## src/rtl/hazard_pkg.sv

```systemverilog
// hazard control package
// instruction field codes, function classes, timing counts and the
// decode and tracker records shared by the hazard-control blocks
`default_nettype none

package hazard_pkg;

    typedef logic [31:0] instr_t;
    typedef logic [4:0]  reg_addr_t;    // r0 is hardwired zero
    typedef logic [1:0]  t_time_t;

    localparam t_time_t TUSE_INF = 2'd3;    // operand never read early

    // opcodes
    localparam logic [5:0] OP_SPECIAL  = 6'h00;
    localparam logic [5:0] OP_SPECIAL2 = 6'h1c;
    localparam logic [5:0] OP_J        = 6'h02;
    localparam logic [5:0] OP_JAL      = 6'h03;
    localparam logic [5:0] OP_BEQ      = 6'h04;
    localparam logic [5:0] OP_BNE      = 6'h05;
    localparam logic [5:0] OP_ADDI     = 6'h08;
    localparam logic [5:0] OP_ORI      = 6'h0d;
    localparam logic [5:0] OP_LUI      = 6'h0f;
    localparam logic [5:0] OP_LW       = 6'h23;
    localparam logic [5:0] OP_SW       = 6'h2b;

    // funct codes under SPECIAL
    localparam logic [5:0] F_SLL   = 6'h00;
    localparam logic [5:0] F_SRL   = 6'h02;
    localparam logic [5:0] F_SRA   = 6'h03;
    localparam logic [5:0] F_JR    = 6'h08;
    localparam logic [5:0] F_JALR  = 6'h09;
    localparam logic [5:0] F_MFHI  = 6'h10;
    localparam logic [5:0] F_MTHI  = 6'h11;
    localparam logic [5:0] F_MFLO  = 6'h12;
    localparam logic [5:0] F_MTLO  = 6'h13;
    localparam logic [5:0] F_MULT  = 6'h18;
    localparam logic [5:0] F_MULTU = 6'h19;
    localparam logic [5:0] F_DIV   = 6'h1a;
    localparam logic [5:0] F_DIVU  = 6'h1b;
    localparam logic [5:0] F_ADD   = 6'h20;
    localparam logic [5:0] F_ADDU  = 6'h21;
    localparam logic [5:0] F_SUB   = 6'h22;
    localparam logic [5:0] F_SUBU  = 6'h23;
    localparam logic [5:0] F_AND   = 6'h24;
    localparam logic [5:0] F_OR    = 6'h25;
    localparam logic [5:0] F_XOR   = 6'h26;
    localparam logic [5:0] F_SLT   = 6'h2a;

    // funct codes under SPECIAL2
    localparam logic [5:0] F_CLZ   = 6'h20;
    localparam logic [5:0] F_CLO   = 6'h21;

    typedef enum logic [2:0] {
        CALC_R, CALC_I, MEM_READ, MEM_WRITE, BRANCH, JUMP, MULTDIV, NOP
    } func_class_e;

    typedef struct packed {
        func_class_e fclass;
        logic        mdu;   // touches HI/LO
        reg_addr_t   rs;    // zero when not read
        reg_addr_t   rt;    // zero when not read
        reg_addr_t   dest;  // zero when nothing is written
    } decode_t;

    // one in-flight instruction, all zeros is a bubble
    typedef struct packed {
        reg_addr_t dest;
        t_time_t   tnew;
    } stage_rec_t;

    typedef enum logic [1:0] {
        FWD_RF  = 2'd0,
        FWD_EX  = 2'd1,
        FWD_MEM = 2'd2
    } fwd_sel_e;

endpackage

`default_nettype wire

```

## src/rtl/instr_class.sv

```systemverilog
// instruction classifier
// splits an ID-stage instruction into function class, the source
// registers it really reads and the register it writes
`timescale 1ns/10ps
`default_nettype none

module instr_class import hazard_pkg::*; (
    input  instr_t  instr,
    output decode_t dec
);

    logic [5:0] op;
    logic [5:0] funct;

    assign op    = instr[31:26];
    assign funct = instr[5:0];

    always_comb begin
        dec = '{fclass: NOP, mdu: 1'b0, rs: '0, rt: '0, dest: '0};
        case (op)
            OP_SPECIAL: begin
                case (funct)
                    F_SLL, F_SRL, F_SRA: begin
                        if (instr != '0) begin  // all-zero word stays a NOP
                            dec.fclass = CALC_R;
                            dec.rt     = instr[20:16];
                            dec.dest   = instr[15:11];
                        end
                    end
                    F_ADD, F_ADDU, F_SUB, F_SUBU, F_AND, F_OR, F_XOR, F_SLT: begin
                        dec.fclass = CALC_R;
                        dec.rs     = instr[25:21];
                        dec.rt     = instr[20:16];
                        dec.dest   = instr[15:11];
                    end
                    F_JR, F_JALR: begin
                        dec.fclass = JUMP;
                        dec.rs     = instr[25:21];
                        dec.dest   = (funct == F_JALR) ? instr[15:11] : 5'd0;
                    end
                    F_MULT, F_MULTU, F_DIV, F_DIVU: begin
                        dec.fclass = MULTDIV;
                        dec.mdu    = 1'b1;
                        dec.rs     = instr[25:21];
                        dec.rt     = instr[20:16];
                    end
                    F_MFHI, F_MFLO: begin
                        dec.fclass = MULTDIV;
                        dec.mdu    = 1'b1;
                        dec.dest   = instr[15:11];
                    end
                    F_MTHI, F_MTLO: begin
                        dec.fclass = MULTDIV;
                        dec.mdu    = 1'b1;
                        dec.rs     = instr[25:21];
                    end
                    default: ;
                endcase
            end
            OP_SPECIAL2: begin
                if (funct == F_CLO || funct == F_CLZ) begin
                    dec.fclass = CALC_R;
                    dec.rs     = instr[25:21];
                    dec.dest   = instr[15:11];
                end
            end
            OP_ADDI, OP_ORI, OP_LUI, OP_LW: begin
                dec.fclass = (op == OP_LW) ? MEM_READ : CALC_I;
                dec.rs     = (op == OP_LUI) ? 5'd0 : instr[25:21];  // lui has no source
                dec.dest   = instr[20:16];
            end
            OP_SW, OP_BEQ, OP_BNE: begin
                dec.fclass = (op == OP_SW) ? MEM_WRITE : BRANCH;
                dec.rs     = instr[25:21];
                dec.rt     = instr[20:16];
            end
            OP_J, OP_JAL: begin
                dec.fclass = JUMP;
                dec.dest   = (op == OP_JAL) ? 5'd31 : 5'd0;     // link register
            end
            default: ;
        endcase
    end

endmodule

`default_nettype wire

```

## src/rtl/instr_timing.sv

```systemverilog
// operand deadline and result timing table
// gives the cycles until rs and rt are needed (Tuse) and the cycles
// until the result exists (Tnew), both counted from the ID stage
`timescale 1ns/10ps
`default_nettype none

module instr_timing import hazard_pkg::*; (
    input  instr_t  instr,
    input  decode_t dec,
    output t_time_t tuse_rs,
    output t_time_t tuse_rt,
    output t_time_t tnew_id
);

    logic [5:0] op;
    logic [5:0] funct;
    logic       shift_imm;
    logic       count_lead;     // clo / clz
    logic       reg_jump;       // jr / jalr
    logic       links;          // jal / jalr
    logic       mdu_op;         // mult, multu, div, divu
    logic       mdu_read;       // mfhi / mflo

    assign op    = instr[31:26];
    assign funct = instr[5:0];

    assign shift_imm  = (op == OP_SPECIAL) &&
                        (funct == F_SLL || funct == F_SRL || funct == F_SRA);
    assign count_lead = (op == OP_SPECIAL2);
    assign reg_jump   = (op == OP_SPECIAL) && (funct == F_JR || funct == F_JALR);
    assign links      = (op == OP_JAL) || ((op == OP_SPECIAL) && funct == F_JALR);
    assign mdu_op     = (funct == F_MULT || funct == F_MULTU ||
                         funct == F_DIV  || funct == F_DIVU);
    assign mdu_read   = (funct == F_MFHI || funct == F_MFLO);

    always_comb begin
        tuse_rs = TUSE_INF;
        tuse_rt = TUSE_INF;
        tnew_id = 2'd0;
        case (dec.fclass)
            CALC_R: begin
                tuse_rs = shift_imm ? TUSE_INF : 2'd1;
                tuse_rt = count_lead ? TUSE_INF : 2'd1;
                tnew_id = 2'd2;
            end
            CALC_I: begin
                tuse_rs = (op == OP_LUI) ? TUSE_INF : 2'd1;
                tnew_id = (op == OP_LUI) ? 2'd1 : 2'd2;  // lui result ready in EX
            end
            MEM_READ: begin
                tuse_rs = 2'd1;
                tnew_id = 2'd3;
            end
            MEM_WRITE: begin
                tuse_rs = 2'd1;
                tuse_rt = 2'd2;     // store data needed in MEM
            end
            BRANCH: begin
                tuse_rs = 2'd0;     // compared in ID
                tuse_rt = 2'd0;
            end
            JUMP: begin
                tuse_rs = reg_jump ? 2'd0 : TUSE_INF;
                tnew_id = links ? 2'd1 : 2'd0;
            end
            MULTDIV: begin
                tuse_rs = mdu_read ? TUSE_INF : 2'd1;
                tuse_rt = mdu_op ? 2'd1 : TUSE_INF;
                tnew_id = mdu_read ? 2'd2 : 2'd0;
            end
            default: ;      // NOP reads and writes nothing
        endcase
    end

endmodule

`default_nettype wire

```

## src/rtl/stage_reg.sv

```systemverilog
// pipeline tracker register
// holds one in-flight record, loads a bubble on reset or clear
`timescale 1ns/10ps
`default_nettype none

module stage_reg #(
    parameter type payload_t = logic
) (
    input  logic     clk,
    input  logic     rst_n,
    input  logic     clr,
    input  payload_t d,
    output payload_t q
);

    always_ff @(posedge clk) begin
        if (!rst_n || clr) begin
            q <= '0;    // bubble
        end else begin
            q <= d;
        end
    end

endmodule

`default_nettype wire

```

## src/rtl/hazard_unit.sv

```systemverilog
// stall decision
// stalls ID when a source is produced too late by EX or MEM, or when
// a HI/LO instruction meets a busy multiply/divide unit
`timescale 1ns/10ps
`default_nettype none

module hazard_unit import hazard_pkg::*; (
    input  decode_t    dec,
    input  t_time_t    tuse_rs,
    input  t_time_t    tuse_rt,
    input  stage_rec_t ex_rec,
    input  stage_rec_t mem_rec,
    input  logic       mdu_busy,
    output logic       stall_pc,
    output logic       stall_id,
    output logic       clr_ex
);

    logic stall_rs;
    logic stall_rt;
    logic stall_mdu;
    logic stall;

    // result arrives after the operand deadline
    assign stall_rs = (dec.rs != 5'd0) && (
        (ex_rec.dest == dec.rs && ex_rec.tnew > tuse_rs) ||
        (mem_rec.dest == dec.rs && mem_rec.tnew > tuse_rs));

    assign stall_rt = (dec.rt != 5'd0) && (
        (ex_rec.dest == dec.rt && ex_rec.tnew > tuse_rt) ||
        (mem_rec.dest == dec.rt && mem_rec.tnew > tuse_rt));

    assign stall_mdu = dec.mdu && mdu_busy;

    assign stall = stall_rs || stall_rt || stall_mdu;

    // freeze PC and ID, push a bubble into EX
    assign stall_pc = stall;
    assign stall_id = stall;
    assign clr_ex   = stall;

endmodule

`default_nettype wire

```

## src/rtl/forward_ctrl.sv

```systemverilog
// ID operand forwarding select
// picks EX, MEM or register file for each source read in ID
`timescale 1ns/10ps
`default_nettype none

module forward_ctrl import hazard_pkg::*; (
    input  decode_t    dec,
    input  stage_rec_t ex_rec,
    input  stage_rec_t mem_rec,
    output fwd_sel_e   fwd_rs,
    output fwd_sel_e   fwd_rt
);

    // EX checked first since it carries the newer value
    function automatic fwd_sel_e pick(reg_addr_t src, stage_rec_t ex, stage_rec_t mem);
        fwd_sel_e sel;
        sel = FWD_RF;
        if (src != 5'd0) begin
            if (ex.dest == src && ex.tnew == 2'd0) begin
                sel = FWD_EX;
            end else if (mem.dest == src && mem.tnew == 2'd0) begin
                sel = FWD_MEM;
            end
        end
        return sel;
    endfunction

    assign fwd_rs = pick(dec.rs, ex_rec, mem_rec);
    assign fwd_rt = pick(dec.rt, ex_rec, mem_rec);

endmodule

`default_nettype wire

```

## src/rtl/hazard_top.sv

```systemverilog
// hazard control top
// decodes the ID instruction, tracks EX and MEM results and drives
// the stall controls and the ID forwarding selects
`timescale 1ns/10ps
`default_nettype none

module hazard_top import hazard_pkg::*; (
    input  logic     clk,
    input  logic     rst_n,
    input  instr_t   instr_id,
    input  logic     mdu_busy,
    output logic     stall_pc,
    output logic     stall_id,
    output logic     clr_ex,
    output fwd_sel_e fwd_rs,
    output fwd_sel_e fwd_rt
);

    decode_t    dec;
    t_time_t    tuse_rs;
    t_time_t    tuse_rt;
    t_time_t    tnew_id;
    stage_rec_t ex_d;       // record entering EX
    stage_rec_t ex_rec;
    stage_rec_t mem_d;      // record entering MEM
    stage_rec_t mem_rec;

    // one stage closer to the result, floor at zero
    function automatic t_time_t age(t_time_t t);
        return (t == 2'd0) ? 2'd0 : t - 2'd1;
    endfunction

    instr_class u_class (
        .instr (instr_id),
        .dec   (dec)
    );

    instr_timing u_timing (
        .instr   (instr_id),
        .dec     (dec),
        .tuse_rs (tuse_rs),
        .tuse_rt (tuse_rt),
        .tnew_id (tnew_id)
    );

    assign ex_d  = '{dest: dec.dest, tnew: age(tnew_id)};
    assign mem_d = '{dest: ex_rec.dest, tnew: age(ex_rec.tnew)};

    stage_reg #(.payload_t(stage_rec_t)) id_ex_trk (
        .clk   (clk),
        .rst_n (rst_n),
        .clr   (clr_ex),    // stalled instruction leaves a bubble
        .d     (ex_d),
        .q     (ex_rec)
    );

    stage_reg #(.payload_t(stage_rec_t)) ex_mem_trk (
        .clk   (clk),
        .rst_n (rst_n),
        .clr   (1'b0),      // EX never stalls
        .d     (mem_d),
        .q     (mem_rec)
    );

    hazard_unit u_hazard (
        .dec      (dec),
        .tuse_rs  (tuse_rs),
        .tuse_rt  (tuse_rt),
        .ex_rec   (ex_rec),
        .mem_rec  (mem_rec),
        .mdu_busy (mdu_busy),
        .stall_pc (stall_pc),
        .stall_id (stall_id),
        .clr_ex   (clr_ex)
    );

    forward_ctrl u_fwd (
        .dec     (dec),
        .ex_rec  (ex_rec),
        .mem_rec (mem_rec),
        .fwd_rs  (fwd_rs),
        .fwd_rt  (fwd_rt)
    );

endmodule

`default_nettype wire

```

## config.mk

```make
export PLATFORM = sky130hd
export DESIGN_NAME = hazard_top
export DESIGN_NICKNAME = d
export VERILOG_FILES = /design/src/rtl/hazard_pkg.sv /design/src/rtl/instr_class.sv /design/src/rtl/instr_timing.sv /design/src/rtl/stage_reg.sv /design/src/rtl/hazard_unit.sv /design/src/rtl/forward_ctrl.sv /design/src/rtl/hazard_top.sv
export SDC_FILE = /design/constraint.sdc
export NUM_CORES = 1
export LEC_CHECK = 0
export BUFFER_PORTS_ARGS = -buffer_cell sky130_fd_sc_hd__buf_2
export CAP_MARGIN = 5
export CORE_ASPECT_RATIO = 1.1
export CORE_MARGIN = 2
export CORE_UTILIZATION = 50
export CTS_CLUSTER_SIZE = 14
export DETAILED_ROUTE_END_ITERATION = 7
export PLACE_DENSITY = 0.85
export REMOVE_ABC_BUFFERS = 1
export SYNTH_ARGS = -nofsm -noshare
export SYNTH_HDL_FRONTEND = slang
export SYNTH_SLANG_ARGS = --single-unit
```

## constraint.sdc

```tcl
create_clock -name clk -period 10.9 [get_ports clk]
set_input_delay 0.545 -clock clk [delete_from_list [all_inputs] [get_ports clk]]
set_output_delay 0.545 -clock clk [all_outputs]
set_load 0.1 [all_outputs]
```

==> qor.yml <==
layout:
  final_core_util_pct: 60.2
  syn2layout_area_growth_pct: 13.1
  layout.nets: 342
  drive_gt1_share_pct: 22.1
  num_antenna_cells: 0
route:
  wirelength_um: 5420
  drt_pass1_iterations: 5
  drc: 0
  drt_iter0_markers: 103
  ant_nets: 0
  routed_via_density: 6.26
  routed-via-count: 2154
  wire_per_inst_um: 15.8
floorplanning:
  dieHeight_um: 69.9
  start_util_pct: 53.3
  row_count: 23
  num_io_pins: 42
  die_w_um: 64.0
  core_sq_um: 3710
  die_area_sq_um: 4470
sta:
  layout_setup_ws_ns: 5.43
  finalCritPeriodShare_pct: 50.2
  worst_pin_slew_ns: 0.800
  fin_skew_ns: 0.00202
  slew_headroom_pct: 45.3
  final.min_clock_period_ns: 5.47
  drv_slew: 0
  setup_viol_count_final: 0
  finalHoldViolations: 0
  rsz0062_at_grt: "false"
  fmax_mhz: 183
  tns_ns: 0
  hold_ws_ns: 0.427
global_route:
  antenna_found_initial: 0
  grt_pass1_wl_um: 8990
  grt_usage_pct: 24.2
  grt_max_degree: 14
  grt-ovfl-total: 0
  grt_pass1_vias: 1963
clock_network:
  clock_path_buffers: 2
  cts_tree: "built"
  htreeDepth: 1
  clock_latency_ns: 0.25
  clock-sinks: 14
  cts_setup_buffers: 0
  clockRootBuffer: "clkbuf_8"
  clk_pin_slew_ns: 0.06
  cts_buffers: 3
  cts_hold_buf: 0
  cts_resized: 0
yosys:
  synthCells: 262
  synth_top_cell_by_area: "dfxtp_1"
  synthDistinctLibCells: 70
  syn_area_sq_um: 1980
  yosys.area.top_type_share_pct: 14.2
  ys_ff_latch: 14
  ys_seq_area_share_pct: 14.2
  yosys-top-cells-area: "dfxtp_1 14%, ha_1 7.6%, xnor2_1 5.3%, nor2_1 4.0%, o21ai_0 3.5%"
  synth-main-ff-cell: "dfxtp_1"
  synth-edff-count: 0
  async_flop_share_pct: 0
  ys.warnings.count: 0
  syn_avg_cell_area_sq_um: 7.55
min_path:
  hp-class: "reg2reg"
  min_path_cells: 1
critical_path:
  cp_max_fo: 12
  worstPathArrival_ns: 4.93
  path_class: "in2out"
  critPathLaunchType: "input pin"
  r2r_setup_slack_ns: 8.45
  worstSetupEndpointType: "primary output"
  cp.required_ns: 10.36
  reg2regPathDepth: 8
pwr:
  pwr_density_cell_nw_per_um2: 70.9
  pwr-share-clk_pct: 32.4
  power_uw: 159
  pwr-share-seq_pct: 33.4
  peakVddDrop_mv: 0.0837
  intPower_uw: 105
  switching_power_uw: 53.5
  sw_frac_of_total_pct: 33.8
  power_leakage_uw: 0.000912
  comb_power_share_pct: 34.2
placement:
  place_ws_ns: 5.50
  dp_hpwl_um: 4250
  port-buffer-count: 41
  place_congestion: 0.907
job:
  maxCapViolCount: 0
run_status:
  outcome: "complete, no violations"
==> stage by stage <==
step | cell area, sq um | std cells
global route | 2240 | 344
floorplan | 1910 | 249
detailed placement | 2180 | 340
global placement | 2180 | 340
finish | 2240 | 344
CTS | 2240 | 344
==> logic make-up after synthesis <==
family / share of synthesized area, %
compound gates: 26.1
xor+xnor: 8.86
fa+ha+maj: 7.59
buf+inv: 5.70
flops: 14.2
mux: 1.58
simple gates: 35.9
==> final timing paths <==
| check | endpoint | from |
|---|---|---|
| max | stall_id | instr_id[26] |
| max reg2reg | id_ex_trk.q[0]$_SDFF_PP0_ | id_ex_trk.q[4]$_SDFF_PP0_ |
| min reg2reg | ex_mem_trk.q[0]$_SDFF_PP0_ | id_ex_trk.q[0]$_SDFF_PP0_ |
| min | ex_mem_trk.q[0]$_SDFF_PP0_ | id_ex_trk.q[0]$_SDFF_PP0_ |
==> placed cells by master, fill, tap and decap left out, types with 3 or more instances in the layout <==
cell	Yosys	routed
nand3b_1	3	3
nand3_1	9	9
a31oi_1	4	4
and3_1	4	4
nor2b_1	5	5
o211ai_1	3	3
nor4_1	8	8
nand2_1	13	13
o21ai_0	14	14
nor3_1	7	7
dfxtp_1	14	14
a22oi_1	4	4
xnor2_1	12	12
or2_2	3	3
and2_1	6	6
nor2_1	21	21
buf_2	3	41
ha_1	12	12
clkbuf_8	0	4
nand4_1	4	4
a21oi_1	12	12
nand2b_1	5	5
xor2_1	8	8
a211oi_1	3	3
nor4b_1	7	7
and4_1	3	3
inv_1	12	12
a221oi_1	6	6
==> layer usage <==
metal | share of wire, % | wire, um | GRT usage [%] | vias to the layer above
met5 | 0 | 0 | 0 | -
met3 | 6.8 | 370 | 3.86 | 4
met1 | 44 | 2390 | 31.8 | 995
li1 | - | - | - | 1066
met2 | 48 | 2600 | 41.7 | 89
met4 | 1.1 | 60 | 4.35 | 0
==> power by group through the flow <==
stage | Sequential, uW | Combinational [uW] | Clock (uW)
global placement | 54.0 | 52.2 | 0
detailed placement | 54.0 | 53.0 | 0
finish | 52.9 | 54.3 | 51.3
CTS | 52.9 | 53.5 | 50.8
global route | 53.0 | 59.9 | 54.4
floorplan | 53.7 | 32.3 | 0
==> layout make-up <==
type	instances	area, sq um
clock buffers	4	55.1
inverters	13	48.8
flip-flops and latches	14	280
fillers	338	1480
repair buffers	41	205
well taps	50	62.6
multi-input cells	222	1580
==> critical path: stages <==
cell and delay (ns):
buf_2 0.17, nor2_2 0.27, and3_1 0.29, and4_1 0.33, o22ai_4 0.14, or2_2 0.32
or3_1 0.42, ha_1 0.24, nor4_1 0.35, o21ai_0 0.11, o21ai_0 0.14, ha_1 0.30
a21oi_1 0.15, a21oi_1 0.07, a32oi_2 0.22, nand4_2 0.23, or2_1 0.32, buf_2 0.30
==> state kept, by name, indices dropped and copies added (netlist names) <==
| name | count |
|---|---|
| ex_mem_trk.q | 7 |
| id_ex_trk.q | 7 |
==> Yosys cell counts, drive strengths merged (3+ instances only) <==
| cell | instances |
|---|---|
| buf | 7 |
| a22oi | 4 |
| and3 | 4 |
| nand3b | 3 |
| a21oi | 13 |
| o211ai | 3 |
| and2 | 6 |
| nor4 | 10 |
| nor2 | 23 |
| clkbuf | 6 |
| nand2 | 13 |
| a221oi | 6 |
| a211oi | 3 |
| a31oi | 5 |
| nor3 | 8 |
| or2 | 5 |
| nand2b | 5 |
| nand4 | 5 |
| dfxtp | 14 |
| o21ai | 14 |
| ha | 12 |
| nor2b | 5 |
| xnor2 | 12 |
| xor2 | 8 |
| and4 | 3 |
| or3 | 3 |
| inv | 13 |
| nor4b | 7 |
| nand3 | 10 |
No activity file was read; power rests on OpenSTA's default activity.
